`config.mk`:
```
export PLATFORM = sky130hd
export DESIGN_NAME = square_scanner
export DESIGN_NICKNAME = d
export VERILOG_FILES = /design/src/hw/chess_pkg.sv /design/src/hw/square_scanner.sv
export SDC_FILE = /design/constraint.sdc
export NUM_CORES = 1
export LEC_CHECK = 0
export ABC_AREA = 1
export BUFFER_PORTS_ARGS = -buffer_cell sky130_fd_sc_hd__buf_2
export CORE_AREA = 5 5 108 110
export CTS_CLUSTER_DIAMETER = 150
export DETAILED_ROUTE_END_ITERATION = 8
export DIE_AREA = 0 0 113 115
export GPL_ROUTABILITY_DRIVEN = 0
export GPL_TIMING_DRIVEN = 0
export PLACE_DENSITY = 0.71
export SLEW_MARGIN = 20
export SYNTH_ARGS = -nofsm -noshare
export SYNTH_HDL_FRONTEND = slang
export SYNTH_SLANG_ARGS = --single-unit
```
`constraint.sdc`:
```
create_clock -name clk -period 2.8 [get_ports clk]
set_input_delay 0.14 -clock clk [delete_from_list [all_inputs] [get_ports clk]]
set_output_delay 0.14 -clock clk [all_outputs]
set_load 0.05 [all_outputs]
```
`src/hw/chess_pkg.sv`:
```
package chess_pkg;

   typedef logic [3:0] piece_t;   // bit 3 set for black
   typedef logic [5:0] square_t;  // row in [5:3], column in [2:0]
   typedef piece_t [63:0] board_t;

   localparam logic [2:0] PIECE_EMPTY  = 3'd0;
   localparam logic [2:0] PIECE_PAWN   = 3'd1;
   localparam logic [2:0] PIECE_KNIGHT = 3'd2;
   localparam logic [2:0] PIECE_BISHOP = 3'd3;
   localparam logic [2:0] PIECE_ROOK   = 3'd4;
   localparam logic [2:0] PIECE_QUEEN  = 3'd5;
   localparam logic [2:0] PIECE_KING   = 3'd6;

   localparam int BLACK_BIT = 3;

   typedef struct packed {
      square_t from_sq;
      square_t to_sq;
      piece_t  piece;
      piece_t  captured;
   } move_t;

   typedef struct packed {
      square_t sq;
      piece_t  piece;
      logic    white_to_move;
   } job_t;

   typedef struct packed {
      logic signed [2:0] dr;
      logic signed [2:0] dc;
   } offset_t;

   function automatic offset_t make_offset(input int dr, input int dc);
      offset_t o;
      o.dr = 3'(dr);
      o.dc = 3'(dc);
      return o;
   endfunction

   // returns 1 when the target stays on the board
   function automatic logic step_sq(input square_t from, input offset_t off,
                                    output square_t to);
      logic signed [4:0] r;
      logic signed [4:0] c;
      r = $signed({2'b00, from[5:3]}) + $signed(off.dr);
      c = $signed({2'b00, from[2:0]}) + $signed(off.dc);
      to = {r[2:0], c[2:0]};
      return r >= 0 && r <= 7 && c >= 0 && c <= 7;
   endfunction

   function automatic logic is_own(input piece_t p, input logic white_to_move);
      return p[2:0] != PIECE_EMPTY && p[BLACK_BIT] == !white_to_move;
   endfunction

   function automatic logic is_opponent(input piece_t p, input logic white_to_move);
      return p[2:0] != PIECE_EMPTY && p[BLACK_BIT] == white_to_move;
   endfunction

   // queen takes the rook rays first, then the bishop rays
   function automatic offset_t ray_dir(input logic [2:0] kind, input logic [2:0] idx,
                                       output logic [3:0] count);
      int s;
      count = (kind == PIECE_QUEEN) ? 4'd8 : 4'd4;
      s = idx[0] ? -1 : 1;
      if (kind == PIECE_BISHOP || (kind == PIECE_QUEEN && idx[2]))
         return make_offset(idx[1] ? -1 : 1, s);
      return idx[1] ? make_offset(s, 0) : make_offset(0, s);
   endfunction

   function automatic offset_t leap_offset(input logic [2:0] kind, input logic [2:0] idx);
      int n;
      if (kind == PIECE_KING)
      begin
         n = (idx < 3'd4) ? int'(idx) : int'(idx) + 1;  // skip center of 3x3
         return make_offset(n / 3 - 1, n % 3 - 1);
      end
      case (idx)
         3'd0: return make_offset(-2, -1);
         3'd1: return make_offset(-1, -2);
         3'd2: return make_offset(1, -2);
         3'd3: return make_offset(2, -1);
         3'd4: return make_offset(2, 1);
         3'd5: return make_offset(1, 2);
         3'd6: return make_offset(-1, 2);
         default: return make_offset(-2, 1);
      endcase
   endfunction

endpackage

```
`src/hw/square_scanner.sv`:
```
`timescale 1ns/1ps

module square_scanner
(
   input  logic              clk,
   input  logic              reset,
   input  logic              start,
   input  chess_pkg::board_t board,
   input  logic              white_to_move,
   output chess_pkg::job_t   slide_job,
   output chess_pkg::job_t   leap_job,
   output logic              slide_req,
   output logic              leap_req,
   input  logic              slide_ack,
   input  logic              leap_ack,
   input  logic              slide_busy,
   input  logic              leap_busy,
   output logic              scan_done
);

   typedef enum logic [1:0] {IDLE, SCAN, REQ, DONE} state_t;

   state_t             state;
   chess_pkg::square_t sq;
   chess_pkg::piece_t  cur;
   chess_pkg::job_t    cur_job;
   logic               own;
   logic               is_slider;
   logic               gen_free;
   logic               acked;

   always_comb
   begin
      cur = board[sq];
      own = chess_pkg::is_own(cur, white_to_move);
      is_slider = cur[2:0] == chess_pkg::PIECE_BISHOP ||
                  cur[2:0] == chess_pkg::PIECE_ROOK ||
                  cur[2:0] == chess_pkg::PIECE_QUEEN;
      gen_free = is_slider ? (!slide_ack && !slide_busy) : (!leap_ack && !leap_busy);
      acked = (slide_req && slide_ack) || (leap_req && leap_ack);
      cur_job = '{sq: sq, piece: cur, white_to_move: white_to_move};
   end

   assign slide_job = cur_job;  // held while req is up
   assign leap_job = cur_job;
   assign scan_done = state == DONE;

   always_ff @(posedge clk)
   begin
      if (reset)
      begin
         state <= IDLE;
         sq <= '0;
         slide_req <= 1'b0;
         leap_req <= 1'b0;
      end
      else
      begin
         case (state)
            IDLE, DONE:
               if (start)
               begin
                  sq <= '0;
                  state <= SCAN;
               end
            SCAN:
               if (!own)
               begin
                  sq <= sq + 6'd1;
                  if (sq == 6'd63)
                     state <= DONE;
               end
               else if (gen_free)
               begin
                  slide_req <= is_slider;
                  leap_req <= !is_slider;
                  state <= REQ;
               end
            REQ:
               if (acked)
               begin
                  slide_req <= 1'b0;
                  leap_req <= 1'b0;
                  sq <= sq + 6'd1;
                  state <= (sq == 6'd63) ? DONE : SCAN;
               end
            default:
               state <= IDLE;
         endcase
      end
   end

endmodule

```
==> run_results.csv <==
group,metric,value,unit
clock_network,clk_pin_slew_worst_paths,0.05,ns
grt,grt_overflow,0,
sta,fin_crit_sh,0.940,
synth,yosysWarnings,0,
clock_network,htree_levels,1,
synth,syn_inst,757,
min_path,min_path_cells,2,
min_path,min_from,"reset",
sta,setup_viol,0,
worst_setup_path,r2r_slack,0.17,ns
synth,synth_area_leaders,"nand2_1 30%, nand3_1 17%, nor2_1 14%",
sta,finalMaxSlewViolations,0,
synth,synth_top_area_share,0.296,
floorplanning,io_pins,289,
placed_design,portBuffers,288,
clock_network,cts_made_buffers,3,
clock_network,clock_latency,0.24,ns
worst_setup_path,critPathKind,"reg2reg",
run,drv_cap,0,
sta,finalCriticalPeriod,2.63,ns
floorplanning,die_y,115,um
detailed_routing,first_pass_iters,5,
cells_and_area,nNetsFinal,1320,
worst_setup_path,cp.required,2.93,ns
grt,grt_max_degree,11,
floorplanning,placementRows,38,
sta,finClkSkew,0.00339,ns
worst_setup_path,timing.rr.end,"sq[1]",
sta,hold_ws,0.114,ns
sta,clock.fmax,0.380,GHz
worst_setup_path,rr_startpoint,"sq[1]",
synth,synth_cell_type_count,26,
detailed_routing,viasPerCell,5.15,
worst_setup_path,end_kind,"flop",
detailed_routing,postRouteAntennaNets,0,
synth,syn_avg_cell_area,4.68,um2
grt,grt_pass1_vias,5751,
worst_setup_path,worstSetupStartpointType,"flop",
worst_setup_path,reg2reg_depth,16,
detailed_routing,routedWlPerCell,18.0,um
cells_and_area,area_delta_synth_final,48.3,%
synth,ys_seq_area_frac,0.0565,
floorplanning,start_util,0.334,
clock_network,clockRootBuffer,"clkbuf_8",
power,powerDensity,557,nW/um2
sta,setup_ws,0.167,ns
placed_design,place_hpwl,17100,um
sta,rsz0062_at_grt,"false",
sta,relSlewSlack,0.590,
placed_design,dp_slack,-0.116,ns
detailed_routing,wl,21400,um
clock_network,clkSinkCount,10,
clock_network,hold_buffers,0,
min_path,hp-class,"in2reg",
sta,worst_pin_slew,0.614,ns
power,ir_drop,0.388,mV
clock_network,clock_path_buffers,2,
grt,grt_pass1_wl,30700,um
power,p_leak,3.12,nW
detailed_routing,vias,6130,
cells_and_area,drive_gt1_frac,0.343,
worst_setup_path,crit_path_max_fanout,10,
min_path,whs_endpoint,"sq[2]",
synth,syn_nets,1025,
worst_setup_path,arrival,2.76,ns
clock_network,cts_tree,"yes",
floorplanning,die_w,113,um
floorplanning,core-area,10600,um2
floorplanning,dieArea,13000,um2
synth,synth_area_leader_cell,"nand2_1",
cells_and_area,antenna_cells,0,
run_status,status,"complete, no violations",
grt,grtUsageTotal,0.304,
grt,antenna_found_initial,0,
sta,finalHoldViolCount,0,
synth,synth_seq_cells,10,
detailed_routing,drtIter0Drc,568,
worst_setup_path,startpoint,"sq[1]",
synth,syn_area,3540,um2
detailed_routing,drcViolationCount,0,
final cells by class:
type | count | area, um2
multi-input combinational | 637 | 2760
fill | 1296 | 5350
buffer | 61 | 415
inverter | 49 | 188
tap | 140 | 175
timing repair buffer | 290 | 1460
clock buffer | 4 | 55.1
sequential | 10 | 204
layout by cell type, fill, tap and decap left out, drive strengths merged, types with 8 or more instances in the layout:
cell type and count:
a21oi 24, buf 338, clkbuf 17, dfxtp 10, inv 46, nand2 284
nand3 121, nor2 133, o211ai 8, o21ai 57
timing repair:
action | 4_1_cts | 5_1_grt
pin swaps | 0 | 0
buffers inserted | 0 | 2
gates cloned | 0 | 0
setup endpoints to repair | 11 | 10
gates resized for setup | 2 | 13
worst max path at each step:
stage                end
2_1_floorplan      sq[1]
3_3_place_gp   slide_req
3_5_place_dp   slide_req
4_1_cts        slide_req
5_1_grt            sq[0]
6_report           sq[1]
cell families (layout without fill, tap and decap cells):
group | count (synthesis) | after routing | synth area share
AOI/OAI and AO/OA | 91 | 91 | 0.137
xor gates and xnor gates | 1 | 1 | 0.00247
adders and majority gates | 4 | 4 | 0.0141
buffers and inverters | 110 | 404 | 0.165
DFF | 10 | 10 | 0.0565
and+or+nand+nor | 541 | 541 | 0.625
synth_stat cells:
master and instances:
a21oi_1 24, a221o_1 1, buf_1 1, buf_2 17, buf_4 26, buf_6 7, clkbuf_1 10, clkinv_1 3
dfxtp_1 10, ha_1 4, inv_1 43, inv_2 3, nand2_1 279, nand2_2 4, nand2_4 1, nand3_1 120
nand3_2 1, nand3b_1 1, nor2_1 133, nor3b_1 1, nor4_1 1, o2111ai_1 1, o211ai_1 8, o21ai_0 45
o21ai_1 12, xor2_1 1
per-layer routing:
metal / vias up / share of wire / track usage
met1: 2751 / 0.40 / 0.385
met2: 360 / 0.48 / 0.542
met3: 36 / 0.096 / 0.0421
met4: 0 / 0.024 / 0.0801
met5: - / 0 / 0
li1: 2983 / - / -
state kept, by name, indices dropped and copies added (netlist names):
name       cells
leap_req       1
slide_req      1
sq             6
state          2
power by group:
part	internal [mW]	total, mW	switching (mW)
sequential	0.172	0.205	0.0335
clock	0.124	0.182	0.0586
combinational	0.832	2.54	1.71
worst max-delay path, stage by stage (launching register included):
cell	delay, ns
dfxtp_2	0.35
buf_4	0.16
inv_2	0.11
clkbuf_4	0.29
nand3_1	0.12
nand3_1	0.10
nand2_1	0.06
nor2_1	0.27
nand2_1	0.09
nand3_1	0.09
nand2_1	0.12
nand2_1	0.08
nand2_1	0.09
nand3_2	0.18
nand2_4	0.11
o21ai_1	0.22
nor2_1	0.07
metrics by stage:
stage,util,cells,TNS [ns],area (um2),total power [mW]
floorplan,-,757,0,3540,1.88
global placement,0.487,1185,-0.287,5160,2.67
detailed placement,0.487,1185,-0.673,5160,2.68
CTS,0.492,1189,0,5220,2.88
global route,0.495,1191,0,5250,3.16
finish,0.495,1191,0,5250,2.93
No activity file was read; power rests on OpenSTA's default activity.
