## src/hw/chess_pkg.sv

```systemverilog
package chess_pkg;

   typedef logic [3:0] piece_t;   // bit 3 set for black
   typedef logic [5:0] square_t;  // row in [5:3], column in [2:0]
   typedef piece_t [63:0] board_t;

   localparam logic [2:0] PIECE_EMPTY  = 3'd0;
   localparam logic [2:0] PIECE_PAWN   = 3'd1;
   localparam logic [2:0] PIECE_KNIGHT = 3'd2;
   localparam logic [2:0] PIECE_BISHOP = 3'd3;
   localparam logic [2:0] PIECE_ROOK   = 3'd4;
   localparam logic [2:0] PIECE_QUEEN  = 3'd5;
   localparam logic [2:0] PIECE_KING   = 3'd6;

   localparam int BLACK_BIT = 3;

   typedef struct packed {
      square_t from_sq;
      square_t to_sq;
      piece_t  piece;
      piece_t  captured;
   } move_t;

   typedef struct packed {
      square_t sq;
      piece_t  piece;
      logic    white_to_move;
   } job_t;

   typedef struct packed {
      logic signed [2:0] dr;
      logic signed [2:0] dc;
   } offset_t;

   function automatic offset_t make_offset(input int dr, input int dc);
      offset_t o;
      o.dr = 3'(dr);
      o.dc = 3'(dc);
      return o;
   endfunction

   // returns 1 when the target stays on the board
   function automatic logic step_sq(input square_t from, input offset_t off,
                                    output square_t to);
      logic signed [4:0] r;
      logic signed [4:0] c;
      r = $signed({2'b00, from[5:3]}) + $signed(off.dr);
      c = $signed({2'b00, from[2:0]}) + $signed(off.dc);
      to = {r[2:0], c[2:0]};
      return r >= 0 && r <= 7 && c >= 0 && c <= 7;
   endfunction

   function automatic logic is_own(input piece_t p, input logic white_to_move);
      return p[2:0] != PIECE_EMPTY && p[BLACK_BIT] == !white_to_move;
   endfunction

   function automatic logic is_opponent(input piece_t p, input logic white_to_move);
      return p[2:0] != PIECE_EMPTY && p[BLACK_BIT] == white_to_move;
   endfunction

   // queen takes the rook rays first, then the bishop rays
   function automatic offset_t ray_dir(input logic [2:0] kind, input logic [2:0] idx,
                                       output logic [3:0] count);
      int s;
      count = (kind == PIECE_QUEEN) ? 4'd8 : 4'd4;
      s = idx[0] ? -1 : 1;
      if (kind == PIECE_BISHOP || (kind == PIECE_QUEEN && idx[2]))
         return make_offset(idx[1] ? -1 : 1, s);
      return idx[1] ? make_offset(s, 0) : make_offset(0, s);
   endfunction

   function automatic offset_t leap_offset(input logic [2:0] kind, input logic [2:0] idx);
      int n;
      if (kind == PIECE_KING)
      begin
         n = (idx < 3'd4) ? int'(idx) : int'(idx) + 1;  // skip center of 3x3
         return make_offset(n / 3 - 1, n % 3 - 1);
      end
      case (idx)
         3'd0: return make_offset(-2, -1);
         3'd1: return make_offset(-1, -2);
         3'd2: return make_offset(1, -2);
         3'd3: return make_offset(2, -1);
         3'd4: return make_offset(2, 1);
         3'd5: return make_offset(1, 2);
         3'd6: return make_offset(-1, 2);
         default: return make_offset(-2, 1);
      endcase
   endfunction

endpackage

```

## src/hw/slider_gen.sv

```systemverilog
`timescale 1ns/1ps

module slider_gen
(
   input  logic              clk,
   input  logic              reset,
   input  chess_pkg::board_t board,
   input  chess_pkg::job_t   job,
   input  logic              job_req,
   output logic              job_ack,
   output logic              busy,
   output logic              wr_req,
   output chess_pkg::move_t  wr_move,
   input  logic              wr_ack
);

   typedef enum logic [1:0] {IDLE, STEP, WRITE} state_t;

   state_t             state;
   chess_pkg::job_t    cur_job;
   chess_pkg::square_t pos;       // last square reached on the ray
   logic [2:0]         dir;
   logic [3:0]         dir_count;
   chess_pkg::offset_t step;
   chess_pkg::square_t target;
   chess_pkg::piece_t  target_piece;
   logic               on_board;
   logic               move_ok;
   logic               last_dir;
   logic               ray_stop;  // pending write is a capture
   logic               end_ray;

   always_comb
   begin
      step = chess_pkg::ray_dir(cur_job.piece[2:0], dir, dir_count);
      on_board = chess_pkg::step_sq(pos, step, target);
      target_piece = board[target];
      move_ok = on_board && !chess_pkg::is_own(target_piece, cur_job.white_to_move);
      last_dir = {1'b0, dir} == dir_count - 4'd1;
      end_ray = (state == STEP && !wr_ack && !move_ok) ||
                (state == WRITE && wr_ack && ray_stop);
   end

   always_ff @(posedge clk)
   begin
      if (reset)
      begin
         state <= IDLE;
         job_ack <= 1'b0;
         busy <= 1'b0;
         wr_req <= 1'b0;
      end
      else
      begin
         if (!job_req)
            job_ack <= 1'b0;
         case (state)
            IDLE:
               if (job_req && !job_ack)
               begin
                  cur_job <= job;
                  pos <= job.sq;
                  dir <= 3'd0;
                  job_ack <= 1'b1;
                  busy <= 1'b1;
                  state <= STEP;
               end
            STEP:
               if (!wr_ack && move_ok)  // wait for previous ack to drop
               begin
                  wr_move <= '{from_sq: cur_job.sq, to_sq: target,
                               piece: cur_job.piece, captured: target_piece};
                  wr_req <= 1'b1;
                  ray_stop <= target_piece[2:0] != chess_pkg::PIECE_EMPTY;
                  pos <= target;
                  state <= WRITE;
               end
            WRITE:
               if (wr_ack)
               begin
                  wr_req <= 1'b0;
                  state <= STEP;
               end
            default:
               state <= IDLE;
         endcase
         if (end_ray)
         begin
            pos <= cur_job.sq;  // next ray starts at home
            dir <= dir + 3'd1;
            if (last_dir)
            begin
               busy <= 1'b0;
               state <= IDLE;
            end
         end
      end
   end

endmodule

```

## config.mk

```make
export PLATFORM = sky130hd
export DESIGN_NAME = slider_gen
export DESIGN_NICKNAME = d
export VERILOG_FILES = /design/src/hw/chess_pkg.sv /design/src/hw/slider_gen.sv
export SDC_FILE = /design/constraint.sdc
export NUM_CORES = 1
export LEC_CHECK = 0
export BUFFER_PORTS_ARGS = -buffer_cell sky130_fd_sc_hd__buf_2
export CAP_MARGIN = 30
export CORE_AREA = 2 2 123 125
export CTS_BUF_LIST = sky130_fd_sc_hd__clkbuf_2 sky130_fd_sc_hd__clkbuf_4 sky130_fd_sc_hd__clkbuf_8
export CTS_CLUSTER_DIAMETER = 60
export CTS_CLUSTER_SIZE = 24
export DETAILED_ROUTE_END_ITERATION = 6
export DIE_AREA = 0 0 125 127
export PLACE_DENSITY_LB_ADDON = 0.05
export SLEW_MARGIN = 10
export SYNTH_ARGS = -nofsm -noshare
export SYNTH_HDL_FRONTEND = slang
export SYNTH_SLANG_ARGS = --single-unit
export TNS_END_PERCENT = 1
```

## constraint.sdc

```tcl
create_clock -name clk -period 11.8 [get_ports clk]
set_input_delay 0.59 -clock clk [delete_from_list [all_inputs] [get_ports clk]]
set_output_delay 0.59 -clock clk [all_outputs]
set_load 0.02 [all_outputs]
```

==> key figures <==
Logic synthesis
  • Yosys cell types: 51
  • Count of flip-flops with a built-in enable after synthesis: between 40 and 50
  • Ys flop type: edfxtp_1
  • Post-Syn Instances: roughly 330
  • #FFs+latches synth: 46
  • Synth warn: 0
  • Fraction of registers with async set/reset: 0%
  • Syn Nets: 618
  • Sequential area share after synthesis: a little under a third
  • Post-Syn Area: 0.00427 mm2
  • Syn avg cell area: ~13 um2

Setup path
  • Worst r2r dst: wr_move[4]
  • Critical path type: register to register
  • R2R depth: 15
  • Worst setup EP type: register
  • Reg-to-reg setup timing slack: around 6.1 ns
  • CP arrival: around 5.7 ns
  • CP Max Fanout: 13
  • Worst r2r src: cur_job[1]
  • Startpoint types: register
  • Worst EP required: 11.81 ns

Global route
  • Routing usage on met2: a little over a third
  • Largest net degree at the start of global routing: between 60 and 70
  • GRT Total Usage: around 20%
  • Most used routing layer: met2
  • First-pass GRT wire length: roughly 24000 um
  • Met3 usage: approximately 3.4%
  • Vias in the first global route: approximately 4500
  • Grt total ovfl: 0
  • Initial antenna violation count: 0
  • Met1 Track Usage GR: 24.6%

Timing
  • Slew @ Worst Pin: roughly 0.92 ns
  • Setup violations, final: 0
  • Final min period: roughly 5.7 ns
  • Final period utilization: between 40% and 50%
  • Max-slew violation count: 0
  • Relative slew margins: 38.7%
  • Fmax: roughly 180 MHz
  • Hold Vio Cnt, Final: 0
  • Setup TNS: 0 ns
  • Final worst slack: 6.09 ns
  • RSZ-0062 raised after global routing: no
  • Layout Skew: between 0.01 and 0.015 ns

Die
  • Die height: about 130 um
  • Io pins: just under 300
  • Row cnt: 44
  • DIE AREA: between 0.015 and 0.02 mm2
  • Die width: about 130 um
  • Core Box Area: ~0.014 mm2
  • Effective utilization at floorplan: between 20 and 30%

Clock tree
  • Clk_lat worst skew: 0.30 ns
  • Setup bufs post-CTS: 0
  • H-tree depth: 2
  • CTS buffer count: 5
  • Clk buf depth: 2
  • TritonCTS clock tree: built
  • CTS resizes: 0
  • Clock root buffer: clkbuf_8
  • CTS Hold Buffers Added: 0
  • CTS sink cnt: 46
  • Worst-path clk slew: about 0.09 ns

Routing
  • Routed WL: 16300 um
  • Wirelength per Cell: 20.4 um
  • Via count: between 4000 and 5000
  • DR vias/cell: 5.21
  • Drt drc: 0
  • ANT nets after route: 0
  • DRT Pass-1 Iters: 7
  • Iteration-0 DRC count of the detailed router: about 200

Final layout
  • Layout Utilization: between 40% and 50%
  • Final nets: between 800 and 900
  • Layout cells sized above 1: a little under two thirds
  • Area grow syn2layout: 40.3%
  • Post-Layout Cell Count: between 700 and 800
  • ANT cells: 0

Place
  • DP Wirelength: between 10000 and 15000 um
  • Port buffer count: about 300
  • Placed cell count: roughly 790
  • Placer Congestion: 0.899
  • DP Worst Slack: ~6.1 ns

Pwr
  • PwrDens: approximately 140 mW/mm2
  • VDD IR max: about 0.061 mV
  • Leak: ~2.7 nW

Run status
  • Status: finished clean

Flow run
  • Maxcap violations: 0

Worst hold path
  • Worst Hold End: wr_move[7]
  • Hold Path Class: register to register
  • Hold path depth: 0
  • Worst hold path startpoint: cur_job[4]
-- final cells by class --
cell class,count,area (um2)
Fill cell,1429,8430
Multi-Input combinational cell,246,2750
Timing Repair Buffer,298,1530
Sequential cell,46,1330
Tap cell,184,230
Clock buffer,6,76.3
Inverter,17,63.8
Clock inverter,2,13.8
-- cell families after synthesis --
logic type	Yosys count	synth area share, %
adders and majority gates	13	4.16
xor gates and xnor gates	3	0.791
DFF	46	31.2
AOI/OAI and AO/OA	39	7.53
muxes	87	39.3
and+or+nand+nor	104	11.9
buffers and inverters	42	5.07
-- power breakdown --
part / total [mW] / internal (mW) / leakage, nW / switching, mW
registers: 0.205 / 0.198 / 0.416 / 0.00668
clock network: 0.0981 / 0.0442 / 0.0486 / 0.0539
logic: 0.508 / 0.249 / 2.20 / 0.259
total: 0.811 / 0.491 / 2.66 / 0.320
-- through the flow --
step           hold WS (ns)  power [mW]  cell area [um2]
2_1_floorplan         0.400       0.578             4270
3_3_place_gp          0.402       0.713             5850
3_5_place_dp          0.419       0.720             5870
4_1_cts               0.439       0.818             5960
5_1_grt               0.445       0.871             5990
6_report              0.434       0.811             5990
-- metal layers --
metal | up-vias | wire [um]
li1 | 1915 | -
met1 | 2025 | 6300
met2 | 213 | 8580
met3 | 9 | 1240
met4 | 0 | 147
met5 | - | 0
-- state kept, by name, indices dropped and copies added, names as in the netlist --
register,cells
pos,6
dir,3
wr_req,1
busy,1
state,2
job_ack,1
ray_stop,1
wr_move,20
cur_job,11
-- worst max path at each step --
stage / start / endpoint / slack, ns / cells past startpoint
after floorplan: cur_job[2] / ray_stop / 7.14 / 17
after detailed placement: cur_job[1] / wr_move[6] / 6.10 / 15
after CTS: cur_job[1] / wr_move[6] / 6.07 / 15
after global routing: cur_job[1] / wr_move[4] / 5.62 / 15
final: cur_job[1] / wr_move[4] / 6.09 / 15
after global placement: cur_job[1] / wr_move[4] / 5.95 / 14
-- Yosys cell counts, types with 7 or more instances --
| cell | instances | area, um2 |
|---|---|---|
| edfxtp_1 | 41 | 1230 |
| nand2_1 | 36 | 135 |
| inv_1 | 16 | 60.1 |
| mux4_2 | 64 | 1440 |
| o21ai_0 | 9 | 45.0 |
| a32oi_1 | 7 | 61.3 |
| mux2_2 | 7 | 78.8 |
| nor2_1 | 17 | 63.8 |
| nor3_1 | 9 | 45.0 |
| mux2i_1 | 16 | 160 |
| clkbuf_1 | 8 | 30.0 |
| buf_2 | 8 | 40.0 |
| nand3_1 | 12 | 60.1 |
| ha_1 | 11 | 138 |
-- placed cells by master, fill, tap and decap left out, drive strengths merged, types with 3 or more instances in the layout --
cell / n
buf: 298
mux4: 64
edfxtp: 41
nand2: 36
inv: 17
nor2: 17
mux2i: 16
nand3: 12
ha: 11
o21ai: 9
nor3: 9
a32oi: 7
mux2: 7
nor2b: 6
clkbuf: 6
a21oi: 5
dfxtp: 5
nor4: 4
nand4: 3
-- worst max-delay path, stage by stage, from the launching register on --
cell and delay (ns):
edfxtp_1 0.43, and3b_1 0.21, ha_1 0.21, o21ai_0 0.34, nand2_1 0.19, ha_1 0.34, xnor2_1 0.62, inv_1 0.44
nor3_1 0.76, a32oi_1 0.20, and4_1 0.26, or2_2 0.35, o32ai_4 0.18, nand2_1 0.13, nor2_2 0.51, buf_8 0.24
Note: power is estimated with default switching activity, not from simulation.
