File: config.mk
export PLATFORM = sky130hd
export DESIGN_NAME = leaper_gen
export DESIGN_NICKNAME = d
export VERILOG_FILES = /design/src/hw/chess_pkg.sv /design/src/hw/leaper_gen.sv
export SDC_FILE = /design/constraint.sdc
export NUM_CORES = 1
export LEC_CHECK = 0
export BUFFER_PORTS_ARGS = -buffer_cell sky130_fd_sc_hd__clkbuf_2
export CORE_ASPECT_RATIO = 0.5
export CORE_UTILIZATION = 47
export DETAILED_ROUTE_END_ITERATION = 12
export PLACE_DENSITY = 0.89
export SYNTH_ARGS = -nofsm -noshare
export SYNTH_HDL_FRONTEND = slang
export SYNTH_SLANG_ARGS = --single-unit
export TNS_END_PERCENT = 1
File: constraint.sdc
create_clock -name clk -period 9.5 [get_ports clk]
set_clock_uncertainty 0.15 [all_clocks]
set_input_delay 2.85 -clock clk [delete_from_list [all_inputs] [get_ports clk]]
set_output_delay 2.85 -clock clk [all_outputs]
set_load 0.01 [all_outputs]
File: src/hw/chess_pkg.sv
package chess_pkg;

   typedef logic [3:0] piece_t;   // bit 3 set for black
   typedef logic [5:0] square_t;  // row in [5:3], column in [2:0]
   typedef piece_t [63:0] board_t;

   localparam logic [2:0] PIECE_EMPTY  = 3'd0;
   localparam logic [2:0] PIECE_PAWN   = 3'd1;
   localparam logic [2:0] PIECE_KNIGHT = 3'd2;
   localparam logic [2:0] PIECE_BISHOP = 3'd3;
   localparam logic [2:0] PIECE_ROOK   = 3'd4;
   localparam logic [2:0] PIECE_QUEEN  = 3'd5;
   localparam logic [2:0] PIECE_KING   = 3'd6;

   localparam int BLACK_BIT = 3;

   typedef struct packed {
      square_t from_sq;
      square_t to_sq;
      piece_t  piece;
      piece_t  captured;
   } move_t;

   typedef struct packed {
      square_t sq;
      piece_t  piece;
      logic    white_to_move;
   } job_t;

   typedef struct packed {
      logic signed [2:0] dr;
      logic signed [2:0] dc;
   } offset_t;

   function automatic offset_t make_offset(input int dr, input int dc);
      offset_t o;
      o.dr = 3'(dr);
      o.dc = 3'(dc);
      return o;
   endfunction

   // returns 1 when the target stays on the board
   function automatic logic step_sq(input square_t from, input offset_t off,
                                    output square_t to);
      logic signed [4:0] r;
      logic signed [4:0] c;
      r = $signed({2'b00, from[5:3]}) + $signed(off.dr);
      c = $signed({2'b00, from[2:0]}) + $signed(off.dc);
      to = {r[2:0], c[2:0]};
      return r >= 0 && r <= 7 && c >= 0 && c <= 7;
   endfunction

   function automatic logic is_own(input piece_t p, input logic white_to_move);
      return p[2:0] != PIECE_EMPTY && p[BLACK_BIT] == !white_to_move;
   endfunction

   function automatic logic is_opponent(input piece_t p, input logic white_to_move);
      return p[2:0] != PIECE_EMPTY && p[BLACK_BIT] == white_to_move;
   endfunction

   // queen takes the rook rays first, then the bishop rays
   function automatic offset_t ray_dir(input logic [2:0] kind, input logic [2:0] idx,
                                       output logic [3:0] count);
      int s;
      count = (kind == PIECE_QUEEN) ? 4'd8 : 4'd4;
      s = idx[0] ? -1 : 1;
      if (kind == PIECE_BISHOP || (kind == PIECE_QUEEN && idx[2]))
         return make_offset(idx[1] ? -1 : 1, s);
      return idx[1] ? make_offset(s, 0) : make_offset(0, s);
   endfunction

   function automatic offset_t leap_offset(input logic [2:0] kind, input logic [2:0] idx);
      int n;
      if (kind == PIECE_KING)
      begin
         n = (idx < 3'd4) ? int'(idx) : int'(idx) + 1;  // skip center of 3x3
         return make_offset(n / 3 - 1, n % 3 - 1);
      end
      case (idx)
         3'd0: return make_offset(-2, -1);
         3'd1: return make_offset(-1, -2);
         3'd2: return make_offset(1, -2);
         3'd3: return make_offset(2, -1);
         3'd4: return make_offset(2, 1);
         3'd5: return make_offset(1, 2);
         3'd6: return make_offset(-1, 2);
         default: return make_offset(-2, 1);
      endcase
   endfunction

endpackage

File: src/hw/leaper_gen.sv
`timescale 1ns/1ps

module leaper_gen
(
   input  logic              clk,
   input  logic              reset,
   input  chess_pkg::board_t board,
   input  chess_pkg::job_t   job,
   input  logic              job_req,
   output logic              job_ack,
   output logic              busy,
   output logic              wr_req,
   output chess_pkg::move_t  wr_move,
   input  logic              wr_ack
);

   typedef enum logic [1:0] {IDLE, STEP, WRITE} state_t;

   state_t             state;
   chess_pkg::job_t    cur_job;
   logic [2:0]         idx;
   chess_pkg::offset_t off;
   chess_pkg::square_t target;
   chess_pkg::square_t ahead;     // square in front of a pawn
   chess_pkg::piece_t  target_piece;
   logic               on_board;
   logic               target_empty;
   logic               is_pawn;
   logic               home;
   logic signed [2:0]  fwd;
   logic               legal;
   logic               last_idx;
   logic               advance;

   always_comb
   begin
      is_pawn = cur_job.piece[2:0] == chess_pkg::PIECE_PAWN;
      fwd = cur_job.white_to_move ? 3'sd1 : -3'sd1;
      home = cur_job.sq[5:3] == (cur_job.white_to_move ? 3'd1 : 3'd6);
      ahead = cur_job.white_to_move ? cur_job.sq + 6'd8 : cur_job.sq - 6'd8;
      if (is_pawn)
         case (idx[1:0])
            2'd0: off = chess_pkg::make_offset(fwd, 0);
            2'd1: off = chess_pkg::make_offset(fwd * 2, 0);
            2'd2: off = chess_pkg::make_offset(fwd, -1);
            default: off = chess_pkg::make_offset(fwd, 1);
         endcase
      else
         off = chess_pkg::leap_offset(cur_job.piece[2:0], idx);
      on_board = chess_pkg::step_sq(cur_job.sq, off, target);
      target_piece = board[target];
      target_empty = target_piece[2:0] == chess_pkg::PIECE_EMPTY;
      if (!on_board)
         legal = 1'b0;
      else if (!is_pawn)
         legal = !chess_pkg::is_own(target_piece, cur_job.white_to_move);
      else
         case (idx[1:0])
            2'd0: legal = target_empty;
            2'd1: legal = home && target_empty &&
                          board[ahead][2:0] == chess_pkg::PIECE_EMPTY;
            default: legal = chess_pkg::is_opponent(target_piece, cur_job.white_to_move);
         endcase
      last_idx = idx == (is_pawn ? 3'd3 : 3'd7);
      advance = (state == STEP && !wr_ack && !legal) || (state == WRITE && wr_ack);
   end

   always_ff @(posedge clk)
   begin
      if (reset)
      begin
         state <= IDLE;
         job_ack <= 1'b0;
         busy <= 1'b0;
         wr_req <= 1'b0;
      end
      else
      begin
         if (!job_req)
            job_ack <= 1'b0;
         case (state)
            IDLE:
               if (job_req && !job_ack)
               begin
                  cur_job <= job;
                  idx <= 3'd0;
                  job_ack <= 1'b1;
                  busy <= 1'b1;
                  state <= STEP;
               end
            STEP:
               if (!wr_ack && legal)
               begin
                  wr_move <= '{from_sq: cur_job.sq, to_sq: target,
                               piece: cur_job.piece, captured: target_piece};
                  wr_req <= 1'b1;
                  state <= WRITE;
               end
            WRITE:
               if (wr_ack)
               begin
                  wr_req <= 1'b0;
                  state <= STEP;
               end
            default:
               state <= IDLE;
         endcase
         if (advance)
         begin
            idx <= idx + 3'd1;
            if (last_idx)
            begin
               busy <= 1'b0;
               state <= IDLE;
            end
         end
      end
   end

endmodule

==> results of run 1 <==
[flip-flops by register name, summed over array words and instances (netlist names)]
register and flops:
cur_job 11, wr_req 1, state 2, busy 1, idx 3, wr_move 20, job_ack 1
[final cells by class]
| type | count | area [µm²] | area share |
|---|---|---|---|
| inverter | 24 | 90.1 | 0.0125 |
| clock inverter | 3 | 71.3 | 0.00992 |
| tap | 145 | 181 | 0.0252 |
| clock buffer | 5 | 125 | 0.0174 |
| multi-input combinational | 448 | 4080 | 0.568 |
| sequential | 39 | 1120 | 0.156 |
| timing repair buffer | 300 | 1520 | 0.211 |
[where the power goes]
part           leakage, nW  internal, mW  switching, mW
sequential           0.351         0.202        0.00850
clock               0.0959         0.152         0.0750
combinational         2.66         0.320          0.370
[critical path: stages (launching register included)]
cell	delay (ns)
edfxtp_1	0.55
ha_1	0.32
inv_1	0.09
ha_1	0.24
and2_1	0.20
ha_1	0.18
inv_1	0.05
ha_1	0.28
nand3b_1	0.08
nor3_1	0.14
nor3_1	0.09
nor3_1	0.46
mux2i_1	0.27
ha_1	0.25
nand2_1	0.06
nand2_1	0.05
a21oi_1	0.21
inv_1	0.10
fa_2	0.95
buf_4	0.59
mux4_2	0.39
mux4_2	0.51
nor2_1	0.16
nor4_2	0.09
nor3_2	0.28
mux2i_2	0.50
o21bai_1	0.19
a31oi_1	0.35
[logic make-up (layout without fill, tap and decap cells)]
kind of cell | count (synthesis) | after routing | share of synthesized area
muxes | 81 | 81 | 0.321
AOI/OAI and AO/OA | 87 | 87 | 0.109
buffers and inverters | 60 | 332 | 0.0504
adders and majority gates | 27 | 27 | 0.0659
xor gates and xnor gates | 8 | 8 | 0.0142
and+or+nand+nor | 245 | 245 | 0.234
DFF | 39 | 39 | 0.205
[through the flow]
step / cell area (µm²) / instances
floorplan: 5470 / 547
global placement: 7000 / 956
detailed placement: 7000 / 956
CTS: 7190 / 964
global route: 7190 / 964
finish: 7190 / 964
[routing by layer]
| metal | part of all wire | GRT usage | up-vias |
|---|---|---|---|
| met5 | 0 | 0 | - |
| met4 | 0.045 | 0.158 | 0 |
| met3 | 0.11 | 0.0817 | 128 |
| met2 | 0.48 | 0.597 | 521 |
| met1 | 0.36 | 0.427 | 3016 |
| li1 | - | - | 2751 |
[worst min path at each step]
stage                 endpoint  slack (ns)  cells after the start
CTS                 wr_move[7]        0.31                      0
finish              wr_move[7]        0.31                      0
floorplan           wr_move[7]        0.25                      0
detailed placement  wr_move[7]        0.29                      0
global route        wr_move[7]        0.31                      0
global placement    wr_move[7]        0.25                      0
[cell usage after synthesis (3+ instances only)]
master | n | area share
nor2b_1 | 4 | 0.0046
clkbuf_1 | 16 | 0.011
edfxtp_1 | 34 | 0.19
xor2_1 | 3 | 0.0048
nand3_1 | 13 | 0.012
nor4_1 | 36 | 0.041
mux2i_1 | 5 | 0.0092
and3_1 | 5 | 0.0057
or3_1 | 5 | 0.0057
mux4_2 | 75 | 0.31
xnor2_1 | 4 | 0.0064
o21ai_0 | 11 | 0.010
nor3_1 | 44 | 0.040
nor2_1 | 41 | 0.028
a2111oi_0 | 6 | 0.0096
inv_1 | 22 | 0.015
nor4b_1 | 8 | 0.013
buf_4 | 5 | 0.0069
dfxtp_1 | 5 | 0.018
fa_1 | 3 | 0.011
a21oi_1 | 26 | 0.024
nand2_1 | 61 | 0.042
ha_1 | 24 | 0.055
a311o_1 | 4 | 0.0073
nand4_1 | 4 | 0.0046
a211oi_1 | 13 | 0.018
buf_2 | 10 | 0.0092
nand3b_1 | 4 | 0.0055
nand2b_1 | 4 | 0.0046
a31oi_1 | 3 | 0.0034
==> results.json, run 1 <==
{
  "layout_setup_ws_ns": 1.38,
  "cts_max_path_buffers": 2,
  "dr.pass1.iters": 7,
  "ant_nets": 0,
  "min_path_type": "flip-flop to flip-flop",
  "antenna_found_initial": 0,
  "p_leak_nw": 3.11,
  "synth_edf_count": 34,
  "vdd_ir_drop_max_uv": 106,
  "die_h_um": 78.3,
  "grt_max_degree": 55,
  "synth_area_um2": 5470,
  "critical_path_class": "flip-flop to flip-flop",
  "whs_ns": 0.305,
  "clock_latency_ns": 0.29,
  "r2r_end": "idx[2]",
  "hold_violations": 0,
  "endpoint": "idx[2]",
  "nets": 1116,
  "drt-initial-drc-count": 878,
  "cts_tree": "built",
  "grt_util_all_layers": 0.350,
  "synth-main-ff-cell": "edfxtp_1",
  "postCtsHoldBufs": 0,
  "path_clk_slew_ns": 0.06,
  "postCtsSetupBuffers": 0,
  "chipWidth_um": 155,
  "synthCells": 547,
  "synth-seq-cells": 39,
  "end_kind": "flip-flop",
  "status": "finished, final reports clean",
  "vias": 6416,
  "arrival_ns": 7.93,
  "period_share": 0.855,
  "layout-drive-gt1-share": 0.481,
  "start_kind": "flip-flop",
  "setup-tns-final_ns": 0,
  "wl_per_cell_um": 22.2,
  "nFillCells": 937,
  "rows": 27,
  "cts.repair.resized": 0,
  "overflow": 0,
  "io_buffer_count": 293,
  "diodes": 0,
  "grt_pass1_wl_um": 33000,
  "pre_cts_slack_ns": 1.53,
  "cts_buffers": 5,
  "r2r-start": "idx[0]",
  "vias_per_cell": 6.66,
  "synth_area_per_cell_um2": 9.99,
  "io-pin-count": 294,
  "h-tree-depth": 2,
  "post-dp-hpwl_um": 16900,
  "layout_min_cycle_time_ns": 8.12,
  "maxCapViolations": 0,
  "reg2reg_depth": 27,
  "final_cell_mix": "clkbuf_2, mux4_2, nand2_1, nor3_1, nor2_1",
  "gp_congestion": 1.07,
  "seq_area_frac_synth": 0.205,
  "drc": 0,
  "cp.required_ns": 9.31,
  "setup_viol": 0,
  "worst_pin_slew_ns": 0.963,
  "wl_um": 21400,
  "max_freq_mhz": 123,
  "area_growth_syn_to_layout_pct": 31.6,
  "rsz0062_at_grt": "no",
  "clk_root_buffer_cell": "clkbuf_16",
  "final_max_slew_viol_count": 0,
  "final_common_cell": "clkbuf_2",
  "dieArea_um2": 12100,
  "start_util": 0.490,
  "crit_start": "idx[0]",
  "synth_nets": 845,
  "core_area_um2": 11100,
  "fin_util": 0.645,
  "grt_pass1_vias": 6457,
  "p_per_area_nw_per_um2": 157,
  "ys_types": 68,
  "cp_max_fo": 43,
  "postSynth.asyncResetShare": 0,
  "clkSinkCount": 39,
  "hp-start": "cur_job[4]",
  "finalPower_mw": 1.13,
  "relSlewSlack": 0.358,
  "rrSetupSlack_ns": 1.38,
  "yosys_warnings": 0
}
(Power assumes the default switching activity.)
==> inputs of run 2 (changes only) <==
--- a/config.mk
+++ b/config.mk
@@ -7,9 +7,10 @@
 export LEC_CHECK = 0
 export BUFFER_PORTS_ARGS = -buffer_cell sky130_fd_sc_hd__clkbuf_2
 export CORE_ASPECT_RATIO = 0.5
-export CORE_UTILIZATION = 47
+export CORE_UTILIZATION = 50
+export CTS_BUF_LIST = sky130_fd_sc_hd__clkbuf_16
 export DETAILED_ROUTE_END_ITERATION = 12
-export PLACE_DENSITY = 0.89
+export PLACE_DENSITY = 0.94
 export SYNTH_ARGS = -nofsm -noshare
 export SYNTH_HDL_FRONTEND = slang
 export SYNTH_SLANG_ARGS = --single-unit
==> constraint.sdc (replaced) <==
create_clock -name clk -period 10.1 [get_ports clk]
set_clock_uncertainty 0.15 [all_clocks]
set_input_delay 3.03 -clock clk [delete_from_list [all_inputs] [get_ports clk]]
set_output_delay 3.03 -clock clk [all_outputs]
set_load 0.01 [all_outputs]
==> results.json, run 2 (synthesis gave the netlist of run 1 again) <==
{
  "cts_tree": "built",
  "setup-tns-final_ns": 0,
  "hold-path-cell-count": 0,
  "setup_viol": 0,
  "vias_per_cell": 6.60,
  "wl_um": 21100,
  "dieArea_um2": 11400,
  "maxCapViolations": 0,
  "layout_setup_ws_ns": 1.94,
  "postCtsSetupBuffers": 0,
  "layout_min_cycle_time_ns": 8.16,
  "start_util": 0.525,
  "hp-start": "cur_job[4]",
  "period_share": 0.808,
  "chipWidth_um": 150,
  "cpMaxStageDelayCell": "fa_2",
  "holdPathEnd": "wr_move[7]",
  "gp_congestion": 0.964,
  "rrSetupSlack_ns": 1.94,
  "cts_max_path_buffers": 2,
  "vdd_ir_drop_max_uv": 86.5,
  "whs_ns": 0.271,
  "critical_path_class": "flip-flop to flip-flop",
  "area_growth_syn_to_layout_pct": 31.1,
  "min_path_type": "flip-flop to flip-flop",
  "cp_max_fo": 33,
  "clock_latency_ns": 0.29,
  "path_clk_slew_ns": 0.06,
  "die_h_um": 75.9,
  "largest_reg_flops": 20,
  "grt_pass1_wl_um": 32600,
  "drt-initial-drc-count": 972,
  "post-dp-hpwl_um": 17000,
  "regMostFlops": "wr_move",
  "ant_nets": 0,
  "max_stage_delay_ns": 1.11,
  "design_area_um2": 7160,
  "worst_pin_slew_ns": 0.894,
  "clk_root_buffer_cell": "clkbuf_16",
  "hold_violations": 0,
  "dp_cells": 952,
  "end_kind": "flip-flop",
  "p_per_area_nw_per_um2": 142,
  "status": "finished, final reports clean",
  "arrival_ns": 7.97,
  "clkSinkCount": 39,
  "wl_per_cell_um": 22.0,
  "core_area_um2": 10400,
  "r2r_end": "idx[0]",
  "p_leak_nw": 3.10,
  "postCtsHoldBufs": 0,
  "cts.repair.resized": 0,
  "overflow": 0,
  "r2r-start": "idx[0]",
  "max_freq_mhz": 122,
  "final_cell_mix": "clkbuf_2, mux4_2, nand2_1, nor3_1, nor2_1",
  "grt_util_all_layers": 0.370,
  "nFillCells": 825,
  "diodes": 0,
  "start_kind": "flip-flop",
  "grt_max_degree": 55,
  "drc": 0,
  "final_cells": 960,
  "cts_buffers": 5,
  "largestRegisters": "wr_move (20), cur_job (11), idx (3)",
  "vias": 6338,
  "antenna_found_initial": 0,
  "grt_pass1_vias": 6382,
  "io-pin-count": 294,
  "final_max_slew_viol_count": 0,
  "pre_cts_slack_ns": 2.15,
  "dr.pass1.iters": 5,
  "relSlewSlack": 0.402,
  "cp.required_ns": 9.91,
  "reg2reg_depth": 28,
  "layout-drive-gt1-share": 0.480,
  "nets": 1117,
  "crit_top_cell": "ha_1",
  "h-tree-depth": 2,
  "rsz0062_at_grt": "no",
  "rows": 26,
  "io_buffer_count": 293,
  "placed_area_um2": 7000,
  "final_common_cell": "clkbuf_2"
}
==> run 2: metrics by stage <==
step,utilization,power (mW)
final,0.688,1.02
after global routing,0.688,1.07
after CTS,0.688,1.01
after detailed placement,0.672,0.823
after global placement,0.672,0.812
after floorplan,-,0.657
==> run 2: report_power, final <==
| part | total (mW) | switching [mW] | internal [mW] |
|---|---|---|---|
| clock network | 0.181 | 0.0647 | 0.117 |
| logic | 0.640 | 0.339 | 0.301 |
| registers | 0.198 | 0.00768 | 0.190 |
==> run 2: final cells by class <==
cell class                      instances  area, µm²  area share
Clock buffer                            5        125      0.0175
Multi-Input combinational cell        448       4080       0.570
Tap cell                              140        175      0.0244
Timing Repair Buffer                  301       1530       0.213
Sequential cell                        39       1120       0.156
Clock inverter                          3       42.5     0.00594
Inverter                               24       90.1      0.0126
==> run 2: critical path: cells and delay by family (launching register included) <==
| family | cells | cell delay [ns] |
|---|---|---|
| flip-flops | 1 | 0.55 |
| adder cells (fa/ha/maj) | 6 | 2.42 |
| AO/OA/AOI/OAI | 4 | 0.93 |
| AND/OR/NAND/NOR | 11 | 2.01 |
| buffers and inverters | 4 | 0.79 |
| multiplexers | 3 | 0.97 |
==> run 2: layer usage <==
metal  share of wire  routed length, µm  track usage  up-vias
met5               0                  0            0        -
met2            0.48              10100        0.608      473
met1            0.37               7910        0.486     3015
li1                -                  -            -     2766
met3            0.11               2290       0.0723       84
met4           0.038                797        0.131        0
==> run 2: worst max-delay path by stage <==
stage,startpoint,end,slack (ns)
3_3_place_gp,idx[0],idx[1],2.50
2_1_floorplan,idx[0],wr_move[0],3.40
5_1_grt,idx[0],idx[2],1.56
4_1_cts,idx[0],idx[0],2.10
3_5_place_dp,idx[0],idx[0],2.15
6_report,idx[0],idx[0],1.94
